**src/common/tile_consts.svh**
```systemverilog
`ifndef TILE_CONSTS_SVH
`define TILE_CONSTS_SVH

// Cluster geometry
`define TILE_NUM_CORES    2
`define TILE_NUM_BANKS    4
`define TILE_NUM_TILES    4
`define TILE_BANK_WORDS   256

// Crossbar initiators: cores first, then slave ports
`define TILE_NUM_INI      (2 * `TILE_NUM_CORES)
`define TILE_INI_W        2

// Data path
`define TILE_DATA_W       32
`define TILE_BE_W         4
`define TILE_ADDR_W       32

// Address fields, low to high: byte, bank, tile, word
`define TILE_BYTE_OFF     2
`define TILE_BANK_W       2
`define TILE_TILE_W       2
`define TILE_WORD_W       8
`define TILE_BANK_LSB     `TILE_BYTE_OFF
`define TILE_TILE_LSB     (`TILE_BANK_LSB + `TILE_BANK_W)
`define TILE_WORD_LSB     (`TILE_TILE_LSB + `TILE_TILE_W)
`define TILE_SLAVE_ADDR_W (`TILE_WORD_W + `TILE_BANK_W)

// Shared memory region, 16 KiB
`define TILE_TCDM_BASE    32'h0001_0000
`define TILE_TCDM_SIZE    (`TILE_NUM_TILES * `TILE_NUM_BANKS * `TILE_BANK_WORDS * `TILE_BE_W)

`endif
```
**src/common/tile_pkg.sv**
```systemverilog
`include "tile_consts.svh"

package tile_pkg;

  // Core side request with full byte address
  typedef struct packed {
    logic [`TILE_ADDR_W-1:0] addr;
    logic                    wen;
    logic [`TILE_DATA_W-1:0] wdata;
    logic [`TILE_BE_W-1:0]   be;
  } tcdm_req_t;

  typedef struct packed {
    logic [`TILE_DATA_W-1:0] rdata;
    logic                    err;
  } tcdm_resp_t;

  // Request as seen by the crossbar and the banks
  typedef struct packed {
    logic [`TILE_WORD_W-1:0] word;
    logic [`TILE_BANK_W-1:0] bank;
    logic                    wen;
    logic [`TILE_DATA_W-1:0] wdata;
    logic [`TILE_BE_W-1:0]   be;
    logic [`TILE_INI_W-1:0]  ini;
  } bank_req_t;

  // Bank answer, tagged with the initiator it belongs to
  typedef struct packed {
    logic [`TILE_DATA_W-1:0] rdata;
    logic [`TILE_INI_W-1:0]  ini;
  } bank_resp_t;

  // Incoming request from another tile, address is {word, bank}
  typedef struct packed {
    logic [`TILE_SLAVE_ADDR_W-1:0] addr;
    logic                          wen;
    logic [`TILE_DATA_W-1:0]       wdata;
    logic [`TILE_BE_W-1:0]         be;
  } slave_req_t;

  typedef enum logic [1:0] {
    ROUTE_LOCAL,
    ROUTE_REMOTE,
    ROUTE_ERROR
  } route_e;

endpackage

```
**src/xbar/bank_xbar.sv**
```systemverilog
`timescale 1ns/100ps
`include "tile_consts.svh"

module bank_xbar (
  input  logic                                       clk_i,
  input  logic                                       rst_ni,
  input  tile_pkg::bank_req_t  [`TILE_NUM_INI-1:0]   ini_req_i,
  input  logic                 [`TILE_NUM_INI-1:0]   ini_req_valid_i,
  output logic                 [`TILE_NUM_INI-1:0]   ini_req_ready_o,
  output tile_pkg::tcdm_resp_t [`TILE_NUM_INI-1:0]   ini_resp_o,
  output logic                 [`TILE_NUM_INI-1:0]   ini_resp_valid_o,
  output tile_pkg::bank_req_t  [`TILE_NUM_BANKS-1:0] bank_req_o,
  output logic                 [`TILE_NUM_BANKS-1:0] bank_req_valid_o,
  input  tile_pkg::bank_resp_t [`TILE_NUM_BANKS-1:0] bank_resp_i,
  input  logic                 [`TILE_NUM_BANKS-1:0] bank_resp_valid_i
);

  logic [`TILE_NUM_BANKS-1:0][`TILE_NUM_INI-1:0] bank_hit;
  logic [`TILE_NUM_BANKS-1:0][`TILE_INI_W-1:0]   rr_q;
  logic [`TILE_NUM_BANKS-1:0][`TILE_INI_W-1:0]   gnt_idx;
  logic [`TILE_NUM_BANKS-1:0]                    gnt_valid;

  for (genvar b = 0; b < `TILE_NUM_BANKS; b++) begin : gen_bank_arb
    logic [`TILE_INI_W-1:0] sel_idx;
    logic                   sel_valid;

    for (genvar i = 0; i < `TILE_NUM_INI; i++) begin : gen_hit
      assign bank_hit[b][i] = ini_req_valid_i[i] && ini_req_i[i].bank == `TILE_BANK_W'(b);
    end

    // Search starts at the initiator after the last winner
    always_comb begin
      logic [`TILE_INI_W-1:0] idx;
      sel_idx   = '0;
      sel_valid = 1'b0;
      for (int k = 0; k < `TILE_NUM_INI; k++) begin
        idx = rr_q[b] + `TILE_INI_W'(k);
        if (!sel_valid && bank_hit[b][idx]) begin
          sel_idx   = idx;
          sel_valid = 1'b1;
        end
      end
    end

    assign gnt_idx[b]   = sel_idx;
    assign gnt_valid[b] = sel_valid;
  end

  always_ff @(posedge clk_i or negedge rst_ni) begin
    if (!rst_ni) begin
      rr_q <= '0;
    end else begin
      for (int b = 0; b < `TILE_NUM_BANKS; b++) begin
        if (gnt_valid[b]) begin
          rr_q[b] <= gnt_idx[b] + `TILE_INI_W'(1);
        end
      end
    end
  end

  // Winner goes to the bank with its index as tag, losers see ready low
  always_comb begin
    ini_req_ready_o = '0;
    for (int b = 0; b < `TILE_NUM_BANKS; b++) begin
      bank_req_o[b]       = ini_req_i[gnt_idx[b]];
      bank_req_o[b].ini   = gnt_idx[b];
      bank_req_valid_o[b] = gnt_valid[b];
      if (gnt_valid[b]) begin
        ini_req_ready_o[gnt_idx[b]] = 1'b1;
      end
    end
  end

  // Each initiator holds at most one grant, so tags never collide
  always_comb begin
    ini_resp_o       = '0;
    ini_resp_valid_o = '0;
    for (int b = 0; b < `TILE_NUM_BANKS; b++) begin
      if (bank_resp_valid_i[b]) begin
        ini_resp_valid_o[bank_resp_i[b].ini] = 1'b1;
        ini_resp_o[bank_resp_i[b].ini].rdata = bank_resp_i[b].rdata;
      end
    end
  end

endmodule

```
**config.mk**
```make
export PLATFORM = sky130hd
export DESIGN_NAME = bank_xbar
export DESIGN_NICKNAME = d
export VERILOG_FILES = /design/src/common/tile_pkg.sv /design/src/xbar/bank_xbar.sv
export VERILOG_INCLUDE_DIRS = /design/src /design/src/common
export SDC_FILE = /design/constraint.sdc
export NUM_CORES = 1
export LEC_CHECK = 0
export BUFFER_PORTS_ARGS = -buffer_cell sky130_fd_sc_hd__buf_2
export CAP_MARGIN = 20
export CORE_AREA = 5 5 261 263
export CTS_CLUSTER_DIAMETER = 150
export DETAILED_ROUTE_END_ITERATION = 8
export DIE_AREA = 0 0 266 268
export GPL_TIMING_DRIVEN = 0
export HOLD_SLACK_MARGIN = 0.08
export SLEW_MARGIN = 20
export SYNTH_ARGS = -nofsm -noshare
export SYNTH_HDL_FRONTEND = slang
export SYNTH_SLANG_ARGS = --single-unit
```
**constraint.sdc**
```tcl
create_clock -name clk_i -period 5.1 [get_ports clk_i]
set_clock_uncertainty 0.2 [all_clocks]
set_input_delay 1.53 -clock clk_i [delete_from_list [all_inputs] [get_ports clk_i]]
set_output_delay 1.53 -clock clk_i [all_outputs]
set_load 0.1 [all_outputs]
```
==> results.cfg <==
[floorplanning]
io_pins = 682
dieHeight_um = 268
die_width_um = 266
core_sq_um = 65390
start_util_pct = 14.13
rows = 94
die_area_sq_um = 71290

[cells_and_area]
regMostFlops = rr_q
nets = 2765
drive_gt1_share_pct = 59.94
final_common_cell = nand2_1
largest_reg_flops = 8
final_cell_count_no_fill = 3297
top_regs = rr_q: 8 flops
final_cell_mix = 416 x nand2_1, 382 x buf_2, 180 x a21oi_1, 147 x buf_12, 144 x buf_4
syn_to_final_growth_pct = 140.2
final_area_sq_um = 22200

[sta]
rsz0062_at_grt = true
layout_setup_ws_ns = -0.3026
layout_min_cycle_time_ns = 5.403
max_freq_mhz = 185.1
setup_viol = 103
fin_crit_sh_pct = 105.9
report.final.slew_viol_count = 0
tightest_slew_ns = 0.7782
finalHoldViolations = 0
finalSetupTns_ns = -8.591
relSlewSlack_pct = 48.12

[clock_network]
clock_latency_ns = 0.23
ctsRootBufferMaster = clkbuf_16
cts_max_path_buffers = 2
cts_tree = built
clock_sinks = 8
clkTransAtPathRegs_ns = 0.04
htree_levels = 1
numCtsBuffers = 3

[grt]
grt_start_max_net_pins = 13
gr-total-overflow = 0
grtUsageTotal_pct = 23.27
antenna_found_initial = 38
grt_pass1_wl_mm = 126.9
grt_pass1_vias = 17770

[logic_synthesis]
yosysWarnings = 0
yosys-top-cells-area = nand2_1 19%, a21oi_1 15%, a221oi_1 12%, o22ai_1 8.5%, a32oi_1 8.5%
ys_seq_area_share_pct = 2.166
synth-edff-count = 0
avgSynthCellArea_sq_um = 5.548
synth_top_area_share_pct = 19.13
synth_cell_type_count = 55
synthFlopType = dfrtp_1
ys_ff_latch = 8
synth_area_sq_um = 9243
async_flop_share_pct = 100.0
postSynthCellCount = 1666
yosys.area.top_type = nand2_1

[route]
drt_iter0_markers = 2314
wire_per_inst_um = 28.57
drtPass1Iterations = 6
final_antenna_net_count = 0
dr_total_vias = 19060
totalWireLength_mm = 94.21
vias_per_cell = 5.780
drc_errors = 0

[placement]
io_buffers = 668
dpl.cell_count = 3201
gp_congestion = 0.9947
dpl_cell_area_sq_um = 17090
place_hpwl_mm = 72.01

[critical_path]
cp_max_fo = 12
worstSetupPathType = in -> out
crit_chain = buf_12 -> and3b_2 -> o211ai_1 -> o21a_4 -> buf_12 -> buf_12 -> ha_4 -> a222oi_1 -> nand2_4 -> buf_12
cp_slowest_cell = a222oi_1
crit_path_frequent_cell = buf_12
slowest_delay_ns = 0.57
crit_path_end_kind = primary output
start_kind = primary input
required_ns = 3.37
critPathArrivalTime_ns = 3.67

[power]
total_power_mw = 6.659
vdd.ir_drop.worst_v = 0.0001600
leakagePower_nw = 8.898
powerDensity_nw_per_um2 = 300.0

[job]
cap_viol_max_count = 0

[min_path]
hp-class = reg -> reg

[outcome]
failed_checks = setup timing
outcome = complete, but fails checks
-- final timing paths --
check	start	end	slack, ns	cells after the start
worst max-delay path	ini_req_i[88]	ini_req_ready_o[3]	-0.30	10
worst min-delay path	rr_q[6]$_DFFE_PN0N_	rr_q[6]$_DFFE_PN0N_	0.41	2
worst max register to register	rr_q[7]$_DFFE_PN0N_	rr_q[7]$_DFFE_PN0N_	2.78	8
worst min register to register	rr_q[6]$_DFFE_PN0N_	rr_q[6]$_DFFE_PN0N_	0.41	2
max in group asynchronous	rst_ni	rr_q[1]$_DFFE_PN0P_	3.58	1
min in group asynchronous	rst_ni	rr_q[2]$_DFFE_PN0N_	0.94	1
-- metrics by stage --
step,utilization (%),setup WS [ns],hold WS (ns)
2_1_floorplan,-,-0.5574,0.3040
3_3_place_gp,26.13,-1.081,0.3507
3_5_place_dp,26.13,-1.058,0.3693
4_1_cts,30.53,-0.2578,0.4036
5_1_grt,33.91,-0.3184,0.4501
6_report,33.95,-0.3026,0.4138
-- synth_stat cells, types with 4 or more instances --
library cell and number:
a32oi_1 90, buf_4 17, o211ai_1 5, nor3b_1 5, nand4b_1 5, dfrtp_1 8
nand2b_1 9, buf_2 72, clkbuf_1 101, nand3b_1 8, a21oi_1 276, inv_1 6
and3_1 5, o21ai_0 10, nand2_1 471, or3b_2 6, nor2_1 141, a222oi_1 4
o22ai_1 126, inv_2 6, or3_1 4, and3b_1 8, buf_6 4, a22oi_1 91
ha_1 12, a221oi_1 125, nand3_1 9
-- logic make-up (layout without fill, tap and decap cells) --
group / Yosys count / count (layout) / share of synthesized area, %
AO/OA/AOI/OAI: 746 / 746 / 54.47
AND/OR/NAND/NOR: 687 / 687 / 30.85
buffers and inverters: 209 / 949 / 10.48
adder cells (fa/ha/maj): 12 / 12 / 1.624
flip-flops: 8 / 8 / 2.166
multiplexers: 3 / 3 / 0.3655
other: 1 / 28 / 0.04057
-- worst max-delay path, delay by kind of cell --
kind | cells | cell delay (ns)
buffers and inverters | 4 | 0.61
adder cells (fa/ha/maj) | 1 | 0.15
AND/OR/NAND/NOR | 2 | 0.41
AO/OA/AOI/OAI | 3 | 0.95
-- where the power goes --
part | internal, mW | switching (mW) | total (mW)
combinational | 1.91 | 4.52 | 6.42
sequential | 0.0771 | 0.0252 | 0.102
clock | 0.101 | 0.0310 | 0.132
total | 2.08 | 4.58 | 6.66
-- final cells by class --
class	instances	area, sq um
Inverter	12	68.82
Fill cell	6799	43200
Timing Repair Buffer	748	6874
Sequential cell	8	200.2
Tap cell	864	1081
Buffer	186	1973
Multi-Input combinational cell	1452	11870
Clock buffer	3	75.07
Antenna cell	24	60.06
-- layer usage --
metal / track usage [%] / share of wire, % / vias to the layer above
li1: - / - / 7872
met1: 28.43 / 37 / 9203
met2: 39.06 / 46 / 1585
met3: 7.224 / 12 / 378
met4: 7.792 / 5.3 / 18
met5: 0 / 0.096 / -
-- what timing repair did --
action,4_1_cts,5_1_grt
buffers inserted,38,26
resized for setup,753,463
hold buffers,0,0
endpoints found under the setup margin,313,299
pin swaps,34,95
gates cloned,5,13
Power figures use the tool's default switching activity.
