$ cat src/common/tile_consts.svh
`ifndef TILE_CONSTS_SVH
`define TILE_CONSTS_SVH

// Cluster geometry
`define TILE_NUM_CORES    2
`define TILE_NUM_BANKS    4
`define TILE_NUM_TILES    4
`define TILE_BANK_WORDS   256

// Crossbar initiators: cores first, then slave ports
`define TILE_NUM_INI      (2 * `TILE_NUM_CORES)
`define TILE_INI_W        2

// Data path
`define TILE_DATA_W       32
`define TILE_BE_W         4
`define TILE_ADDR_W       32

// Address fields, low to high: byte, bank, tile, word
`define TILE_BYTE_OFF     2
`define TILE_BANK_W       2
`define TILE_TILE_W       2
`define TILE_WORD_W       8
`define TILE_BANK_LSB     `TILE_BYTE_OFF
`define TILE_TILE_LSB     (`TILE_BANK_LSB + `TILE_BANK_W)
`define TILE_WORD_LSB     (`TILE_TILE_LSB + `TILE_TILE_W)
`define TILE_SLAVE_ADDR_W (`TILE_WORD_W + `TILE_BANK_W)

// Shared memory region, 16 KiB
`define TILE_TCDM_BASE    32'h0001_0000
`define TILE_TCDM_SIZE    (`TILE_NUM_TILES * `TILE_NUM_BANKS * `TILE_BANK_WORDS * `TILE_BE_W)

`endif
$ cat src/common/tile_pkg.sv
`include "tile_consts.svh"

package tile_pkg;

  // Core side request with full byte address
  typedef struct packed {
    logic [`TILE_ADDR_W-1:0] addr;
    logic                    wen;
    logic [`TILE_DATA_W-1:0] wdata;
    logic [`TILE_BE_W-1:0]   be;
  } tcdm_req_t;

  typedef struct packed {
    logic [`TILE_DATA_W-1:0] rdata;
    logic                    err;
  } tcdm_resp_t;

  // Request as seen by the crossbar and the banks
  typedef struct packed {
    logic [`TILE_WORD_W-1:0] word;
    logic [`TILE_BANK_W-1:0] bank;
    logic                    wen;
    logic [`TILE_DATA_W-1:0] wdata;
    logic [`TILE_BE_W-1:0]   be;
    logic [`TILE_INI_W-1:0]  ini;
  } bank_req_t;

  // Bank answer, tagged with the initiator it belongs to
  typedef struct packed {
    logic [`TILE_DATA_W-1:0] rdata;
    logic [`TILE_INI_W-1:0]  ini;
  } bank_resp_t;

  // Incoming request from another tile, address is {word, bank}
  typedef struct packed {
    logic [`TILE_SLAVE_ADDR_W-1:0] addr;
    logic                          wen;
    logic [`TILE_DATA_W-1:0]       wdata;
    logic [`TILE_BE_W-1:0]         be;
  } slave_req_t;

  typedef enum logic [1:0] {
    ROUTE_LOCAL,
    ROUTE_REMOTE,
    ROUTE_ERROR
  } route_e;

endpackage

$ cat src/router/addr_router.sv
`timescale 1ns/100ps
`include "tile_consts.svh"

module addr_router (
  input  logic                                       clk_i,
  input  logic                                       rst_ni,
  input  logic [`TILE_TILE_W-1:0]                    tile_id_i,
  input  tile_pkg::tcdm_req_t  [`TILE_NUM_CORES-1:0] core_req_i,
  input  logic                 [`TILE_NUM_CORES-1:0] core_req_valid_i,
  output logic                 [`TILE_NUM_CORES-1:0] core_req_ready_o,
  output tile_pkg::tcdm_resp_t [`TILE_NUM_CORES-1:0] core_resp_o,
  output logic                 [`TILE_NUM_CORES-1:0] core_resp_valid_o,
  output tile_pkg::tcdm_req_t                        remote_req_o,
  output logic                                       remote_req_valid_o,
  input  logic                                       remote_req_ready_i,
  input  tile_pkg::tcdm_resp_t                       remote_resp_i,
  input  logic                                       remote_resp_valid_i,
  output tile_pkg::bank_req_t  [`TILE_NUM_CORES-1:0] local_req_o,
  output logic                 [`TILE_NUM_CORES-1:0] local_req_valid_o,
  input  logic                 [`TILE_NUM_CORES-1:0] local_req_ready_i,
  input  tile_pkg::tcdm_resp_t [`TILE_NUM_CORES-1:0] local_resp_i,
  input  logic                 [`TILE_NUM_CORES-1:0] local_resp_valid_i
);

  localparam int unsigned core_idx_w = $clog2(`TILE_NUM_CORES);

  logic                                      ready_en_q;
  logic                 [`TILE_NUM_CORES-1:0] outstanding_q;
  logic                 [`TILE_NUM_CORES-1:0] err_resp_q;
  logic                                      remote_busy_q;
  logic                                      remote_hold_q;
  logic                 [core_idx_w-1:0]     remote_owner_q;

  logic                 [`TILE_NUM_CORES-1:0] req_active;
  logic                 [`TILE_NUM_CORES-1:0] route_err;
  logic                 [`TILE_NUM_CORES-1:0] accept;
  logic                 [`TILE_NUM_CORES-1:0] remote_cand;
  logic                 [`TILE_NUM_CORES-1:0] remote_gnt;
  tile_pkg::tcdm_req_t  [`TILE_NUM_CORES-1:0] remote_req;
  logic                 [core_idx_w-1:0]     remote_sel;
  logic                                      remote_found;

  for (genvar c = 0; c < `TILE_NUM_CORES; c++) begin : gen_core
    logic [`TILE_ADDR_W-1:0] offset;
    tile_pkg::route_e        route;
    logic                    path_ready;
    logic                    remote_hit;

    // Region relative address keeps the field layout
    assign offset = core_req_i[c].addr - `TILE_TCDM_BASE;

    always_comb begin
      if (offset >= `TILE_TCDM_SIZE) begin
        route = tile_pkg::ROUTE_ERROR;
      end else if (offset[`TILE_TILE_LSB +: `TILE_TILE_W] == tile_id_i) begin
        route = tile_pkg::ROUTE_LOCAL;
      end else begin
        route = tile_pkg::ROUTE_REMOTE;
      end
    end

    assign req_active[c]  = ready_en_q && core_req_valid_i[c] && !outstanding_q[c];
    assign route_err[c]   = route == tile_pkg::ROUTE_ERROR;
    assign remote_cand[c] = req_active[c] && route == tile_pkg::ROUTE_REMOTE;
    assign remote_gnt[c]  = !remote_busy_q && remote_found && remote_cand[c] &&
                            remote_sel == core_idx_w'(c);

    assign local_req_valid_o[c] = req_active[c] && route == tile_pkg::ROUTE_LOCAL;
    assign local_req_o[c] = '{
      word:  offset[`TILE_WORD_LSB +: `TILE_WORD_W],
      bank:  offset[`TILE_BANK_LSB +: `TILE_BANK_W],
      wen:   core_req_i[c].wen,
      wdata: core_req_i[c].wdata,
      be:    core_req_i[c].be,
      ini:   '0
    };

    // Tile and bank swap places so the outer network routes on the low bits
    assign remote_req[c] = '{
      addr:  `TILE_ADDR_W'({offset[`TILE_WORD_LSB +: `TILE_WORD_W],
                            offset[`TILE_BANK_LSB +: `TILE_BANK_W],
                            offset[`TILE_TILE_LSB +: `TILE_TILE_W],
                            core_idx_w'(c),
                            offset[0 +: `TILE_BYTE_OFF]}),
      wen:   core_req_i[c].wen,
      wdata: core_req_i[c].wdata,
      be:    core_req_i[c].be
    };

    always_comb begin
      case (route)
        tile_pkg::ROUTE_LOCAL:  path_ready = local_req_ready_i[c];
        tile_pkg::ROUTE_REMOTE: path_ready = remote_gnt[c] && remote_req_ready_i;
        default:                path_ready = 1'b1;
      endcase
    end

    assign core_req_ready_o[c] = ready_en_q && !outstanding_q[c] &&
                                 (!core_req_valid_i[c] || path_ready);
    assign accept[c] = core_req_valid_i[c] && core_req_ready_o[c];

    // At most one of the three sources answers a core in a cycle
    assign remote_hit = remote_busy_q && remote_resp_valid_i &&
                        remote_owner_q == core_idx_w'(c);
    assign core_resp_valid_o[c] = err_resp_q[c] || local_resp_valid_i[c] || remote_hit;
    assign core_resp_o[c] = err_resp_q[c] ? tile_pkg::tcdm_resp_t'{rdata: '0, err: 1'b1} :
                            local_resp_valid_i[c] ? local_resp_i[c] : remote_resp_i;
  end

  // Fixed priority, but a stalled request keeps the port until taken
  always_comb begin
    remote_sel   = remote_owner_q;
    remote_found = remote_hold_q;
    for (int c = 0; c < `TILE_NUM_CORES; c++) begin
      if (!remote_found && remote_cand[c]) begin
        remote_sel   = core_idx_w'(c);
        remote_found = 1'b1;
      end
    end
  end

  assign remote_req_valid_o = |remote_gnt;
  assign remote_req_o       = remote_req[remote_sel];

  always_ff @(posedge clk_i or negedge rst_ni) begin
    if (!rst_ni) begin
      ready_en_q     <= 1'b0;
      outstanding_q  <= '0;
      err_resp_q     <= '0;
      remote_busy_q  <= 1'b0;
      remote_hold_q  <= 1'b0;
      remote_owner_q <= '0;
    end else begin
      ready_en_q    <= 1'b1;
      outstanding_q <= (outstanding_q & ~core_resp_valid_o) | accept;
      err_resp_q    <= accept & route_err;
      remote_hold_q <= remote_req_valid_o && !remote_req_ready_i;
      if (remote_req_valid_o) begin
        remote_owner_q <= remote_sel;
        remote_busy_q  <= remote_req_ready_i;
      end else if (remote_resp_valid_i) begin
        remote_busy_q <= 1'b0;
      end
    end
  end

endmodule

$ cat config.mk
export PLATFORM = sky130hd
export DESIGN_NAME = addr_router
export DESIGN_NICKNAME = d
export VERILOG_FILES = /design/src/common/tile_pkg.sv /design/src/router/addr_router.sv
export VERILOG_INCLUDE_DIRS = /design/src /design/src/common
export SDC_FILE = /design/constraint.sdc
export NUM_CORES = 1
export LEC_CHECK = 0
export ABC_AREA = 1
export BUFFER_PORTS_ARGS = -buffer_cell sky130_fd_sc_hd__buf_2
export CAP_MARGIN = 15
export CELL_PAD_IN_SITES_DETAIL_PLACEMENT = 1
export CELL_PAD_IN_SITES_GLOBAL_PLACEMENT = 2
export CORE_AREA = 2 2 191 193
export CTS_CLUSTER_DIAMETER = 200
export DETAILED_ROUTE_END_ITERATION = 16
export DIE_AREA = 0 0 193 195
export PLACE_DENSITY = 0.79
export SLEW_MARGIN = 20
export SYNTH_ARGS = -nofsm -noshare
export SYNTH_HDL_FRONTEND = slang
export SYNTH_SLANG_ARGS = --single-unit
$ cat constraint.sdc
create_clock -name clk_i -period 1.73 [get_ports clk_i]
set_input_delay 0.0865 -clock clk_i [delete_from_list [all_inputs] [get_ports clk_i]]
set_output_delay 0.0865 -clock clk_i [all_outputs]
set_load 0.01 [all_outputs]
==> impl_results.html <==
<table>
<tr><th>Metric</th><th>Value</th></tr>
<tr><th colspan="2">Yosys</th></tr>
<tr><td>Dominant cells by area after synthesis</td><td>buf_4 29%, nand2_1 21%, nor2_1 18%</td></tr>
<tr><td>Distinct cells, synth</td><td>28</td></tr>
<tr><td>Mapped cell area</td><td>0.00312 mm2</td></tr>
<tr><td>Xor/xnor cell area share of the yosys netlist</td><td>0.00561</td></tr>
<tr><td>Seq/Total Area, Yosys</td><td>0.0642</td></tr>
<tr><td>Library cell occupying the most area in the post-synthesis netlist</td><td>buf_4</td></tr>
<tr><td>Synth Area in Compound Gates</td><td>0.121</td></tr>
<tr><td>Synthesized-area fraction occupied by and/or/nand/nor cells</td><td>0.453</td></tr>
<tr><td>Mean post-synth cell area</td><td>5.10 um2</td></tr>
<tr><td>Area share of the largest cell type after synthesis</td><td>0.291</td></tr>
<tr><td>Synthesized-area fraction occupied by adder cells</td><td>0</td></tr>
<tr><td>Multiplexer share of the synthesized area</td><td>0</td></tr>
<tr><td>Number of warning messages in the yosys log</td><td>0</td></tr>
<tr><td>Dominant combinational cell family by area after synthesis</td><td>simple AND/OR/NAND/NOR gates</td></tr>
<tr><td>Post-Syn Instances</td><td>612</td></tr>
<tr><td>Count of state elements after synthesis</td><td>8</td></tr>
<tr><th colspan="2">Die</th></tr>
<tr><td>Vertical die dimension</td><td>195 um</td></tr>
<tr><td>Initial standard-cell utilization of the core</td><td>0.0882</td></tr>
<tr><td>Number of top-level design ports</td><td>489</td></tr>
<tr><td>Chip Width</td><td>193 um</td></tr>
<tr><td>DIE AREA</td><td>0.0376 mm2</td></tr>
<tr><td>Area of the placeable core</td><td>0.0354 mm2</td></tr>
<tr><td>Rows</td><td>69</td></tr>
<tr><th colspan="2">STA</th></tr>
<tr><td>Worst hold slack</td><td>0.174 ns</td></tr>
<tr><td>Fmax</td><td>0.533 GHz</td></tr>
<tr><td>Hold Vio Cnt, Final</td><td>0</td></tr>
<tr><td>Final clock period utilization by the worst path</td><td>1.09</td></tr>
<tr><td>Setup repair after global routing missed its margin</td><td>true</td></tr>
<tr><td>Time the worst path needs with I/O delays and setup</td><td>1.88 ns</td></tr>
<tr><td>Final clock skew</td><td>0.00371 ns</td></tr>
<tr><td>Final-report setup violation count</td><td>56</td></tr>
<tr><td>Worst setup slack after layout</td><td>-0.148 ns</td></tr>
<tr><td>Max-slew violation total from the final report</td><td>0</td></tr>
<tr><th colspan="2">Worst setup path</th></tr>
<tr><td>Arrival time at the worst endpoint</td><td>1.79 ns</td></tr>
<tr><td>Number of cell instances on the worst register-to-register path</td><td>13</td></tr>
<tr><td>Worst endpoint required time</td><td>1.64 ns</td></tr>
<tr><td>Maximum fanout encountered on the critical timing path</td><td>3</td></tr>
<tr><td>Register-to-register setup slack</td><td>-0.07 ns</td></tr>
<tr><td>Number of buffers and inverters on the critical path</td><td>5</td></tr>
<tr><td>Endpoint class of the critical path</td><td>output pin</td></tr>
<tr><td>Ordered cell list for the critical path</td><td>inv_2, nor2_4, nand2_4, buf_4, nor4_4, buf_4, buf_4, nand2_1, nand2_4, buf_6</td></tr>
<tr><td>Critical Path Source</td><td>ready_en_q</td></tr>
<tr><td>Slowest cell delay on critical path</td><td>0.33 ns</td></tr>
<tr><td>Instance count on the critical path</td><td>10</td></tr>
<tr><td>R2R Path Start</td><td>ready_en_q</td></tr>
<tr><td>Crit-path slowest cell</td><td>dfrtp_1</td></tr>
<tr><td>Setup crit end</td><td>remote_req_valid_o</td></tr>
<tr><td>Path type of the worst setup path</td><td>register to output pin</td></tr>
<tr><td>Crit path max-delay family</td><td>simple AND/OR/NAND/NOR gates</td></tr>
<tr><td>Worst setup SP type</td><td>register</td></tr>
<tr><td>Most numerous cell on the critical path</td><td>buf_4</td></tr>
<tr><td>Worst r2r dst</td><td>remote_busy_q</td></tr>
<tr><th colspan="2">Routing</th></tr>
<tr><td>Total wirelength of the detailed-routed design</td><td>20200 um</td></tr>
<tr><td>Routed wire per std cell</td><td>13.7 um</td></tr>
<tr><td>Count of routing violations after the opening detailed-route iteration</td><td>95</td></tr>
<tr><td>Post-route ant nets</td><td>0</td></tr>
<tr><td>Number of vias after detailed routing</td><td>5215</td></tr>
<tr><td>DRC viols</td><td>0</td></tr>
<tr><td>Detailed-route vias per instance</td><td>3.54</td></tr>
<tr><td>1st-pass router iterations</td><td>4</td></tr>
<tr><th colspan="2">Cells and area</th></tr>
<tr><td>Final Cell Area</td><td>0.00617 mm2</td></tr>
<tr><td>Most frequent cells in the layout</td><td>450 x buf_2, 145 x nor2_1, 120 x nand2_1</td></tr>
<tr><td>Net count, final</td><td>1260</td></tr>
<tr><td>Layout Utilization</td><td>0.174</td></tr>
<tr><td>Non-filler cells in the finished layout</td><td>1473</td></tr>
<tr><td>Synthesis-to-layout area growth</td><td>97.7%</td></tr>
<tr><td>Most common cell after layout, fill and taps aside</td><td>buf_2</td></tr>
<tr><td>Share of cells above drive strength 1</td><td>0.597</td></tr>
<tr><th colspan="2">Run status</th></tr>
<tr><td>Run status</td><td>finished with violations</td></tr>
<tr><td>Violations in the final reports</td><td>setup timing</td></tr>
<tr><th colspan="2">Placed design</th></tr>
<tr><td>DP Area</td><td>0.00537 mm2</td></tr>
<tr><td>Placed Cells</td><td>1446</td></tr>
<tr><td>Worst setup slack after placement</td><td>-0.287 ns</td></tr>
<tr><td>Placer's final routability congestion estimate</td><td>0.869</td></tr>
<tr><td>Count of buffers from port buffering</td><td>467</td></tr>
<tr><td>Total half-perimeter wirelength after legalization and detailed placement</td><td>16700 um</td></tr>
<tr><th colspan="2">Clocking</th></tr>
<tr><td>Clock buffer count from CTS</td><td>3</td></tr>
<tr><td>CTS root buf</td><td>clkbuf_16</td></tr>
<tr><td>H-tree levels</td><td>1</td></tr>
<tr><td>Clock buffer depth</td><td>2</td></tr>
<tr><td>Sinks on Clock Net</td><td>8</td></tr>
<tr><td>Clock-pin slew reported for the worst setup and hold paths after clock tree synthesis</td><td>0.04 ns</td></tr>
<tr><td>Clock Latency Late Sink</td><td>0.23 ns</td></tr>
<tr><td>TritonCTS clock tree</td><td>done</td></tr>
<tr><th colspan="2">GRT</th></tr>
<tr><td>Via count of the first global-routing pass</td><td>5058</td></tr>
<tr><td>Gr usage total</td><td>0.0904</td></tr>
<tr><td>Pin count of the biggest net entering global routing</td><td>35</td></tr>
<tr><td>Global-route wire length before repair</td><td>26800 um</td></tr>
<tr><td>Initial antenna violation count</td><td>3</td></tr>
<tr><td>Congestion Overflow GR</td><td>0</td></tr>
<tr><th colspan="2">Power</th></tr>
<tr><td>Lkg Pwr</td><td>3.60 nW</td></tr>
<tr><td>Ratio of total power to cell area</td><td>323 mW/mm2</td></tr>
<tr><td>Peak supply drop</td><td>0.000186 V</td></tr>
<tr><th colspan="2">Worst hold path</th></tr>
<tr><td>Hold WC Path Type</td><td>input pin to register</td></tr>
<tr><th colspan="2">Flow run</th></tr>
<tr><td>Reported max-cap violation count</td><td>0</td></tr>
</table>
==> report_power, final <==
part	internal, mW	total, mW	leakage [nW]	switching [mW]
clock network	0.298	0.392	0.0370	0.0933
registers	0.197	0.205	0.106	0.00724
logic	0.631	1.40	3.45	0.768
==> cells by family (layout without fill, tap and decap cells) <==
| family | Yosys count | count (layout) |
|---|---|---|
| compound gates | 73 | 73 |
| xor+xnor | 2 | 2 |
| buf+inv | 170 | 547 |
| flops | 8 | 8 |
| other cells | 2 | 25 |
| simple gates | 357 | 357 |
==> per-stage QoR <==
stage,TNS [ns],power (mW)
after CTS,-8.19,1.96
after global placement,-6.17,1.52
after floorplan,0,0.910
after detailed placement,-9.64,1.52
after global routing,-12.08,2.16
final,-4.91,2.00
==> cells in the mapped netlist <==
master    number
a21boi_1       1
a21oi_1        3
buf_2          5
buf_4        121
clkbuf_1      18
clkinv_1       2
conb_1         2
dfrtp_1        8
inv_1         22
inv_2          1
inv_4          1
nand2_1      177
nand2_2        3
nand2_4        2
nand3_1        9
nand3_2        1
nand4_1        4
nor2_1       150
nor2_2         2
nor3_1         2
nor4_1         1
o21ai_0       66
o21ai_2        1
o311ai_0       2
or2_0          3
or2_1          2
or2_2          1
xor2_1         2
==> metal layers <==
| layer | part of all wire | global-route usage |
|---|---|---|
| met3 | 0.099 | 0.0162 |
| met4 | 0.028 | 0.0283 |
| met5 | 0.00064 | 0 |
| met2 | 0.52 | 0.179 |
| met1 | 0.36 | 0.0941 |
==> flip-flops by register name (all words and copies together), names as in the netlist <==
signal,count
ready_en_q,1
remote_owner_q,1
outstanding_q,2
err_resp_q,2
remote_hold_q,1
remote_busy_q,1
==> cell type report <==
| class | count | area [um2] |
|---|---|---|
| multi-input cells | 454 | 2180 |
| diodes | 3 | 7.51 |
| inverters | 26 | 116 |
| repair buffers | 518 | 3010 |
| flip-flops and latches | 8 | 200 |
| well taps | 461 | 577 |
| clock buffers | 3 | 75.1 |
| fillers | 4582 | 29200 |
==> repair_timing <==
item / in CTS / in global routing
hold buffers: 1 / 0
pin swaps: 7 / 16
setup buffers: 8 / 9
cloned: 2 / 4
setup endpoints to repair: 60 / 59
gates resized for setup: 43 / 89
endpoints found under the hold margin: 8 / 0
==> how the worst min path moves through the flow <==
stage                        from          endpoint  slack, ns  depth (start not counted)
6_report       remote_req_ready_i     remote_hold_q       0.17                          4
5_1_grt        remote_req_ready_i     remote_hold_q       0.20                          4
4_1_cts        remote_req_ready_i     remote_hold_q       0.16                          4
3_5_place_dp               rst_ni     err_resp_q[1]      -0.06                          1
3_3_place_gp               rst_ni  outstanding_q[1]      -0.07                          1
2_1_floorplan              rst_ni     err_resp_q[0]      -0.21                          0
==> tightest hold or removal path: cells and delay by family <==
family                 cells  cell delay (ns)
buffers and inverters      3             0.22
AND/OR/NAND/NOR            1             0.07
No activity file was read; power rests on OpenSTA's default activity.
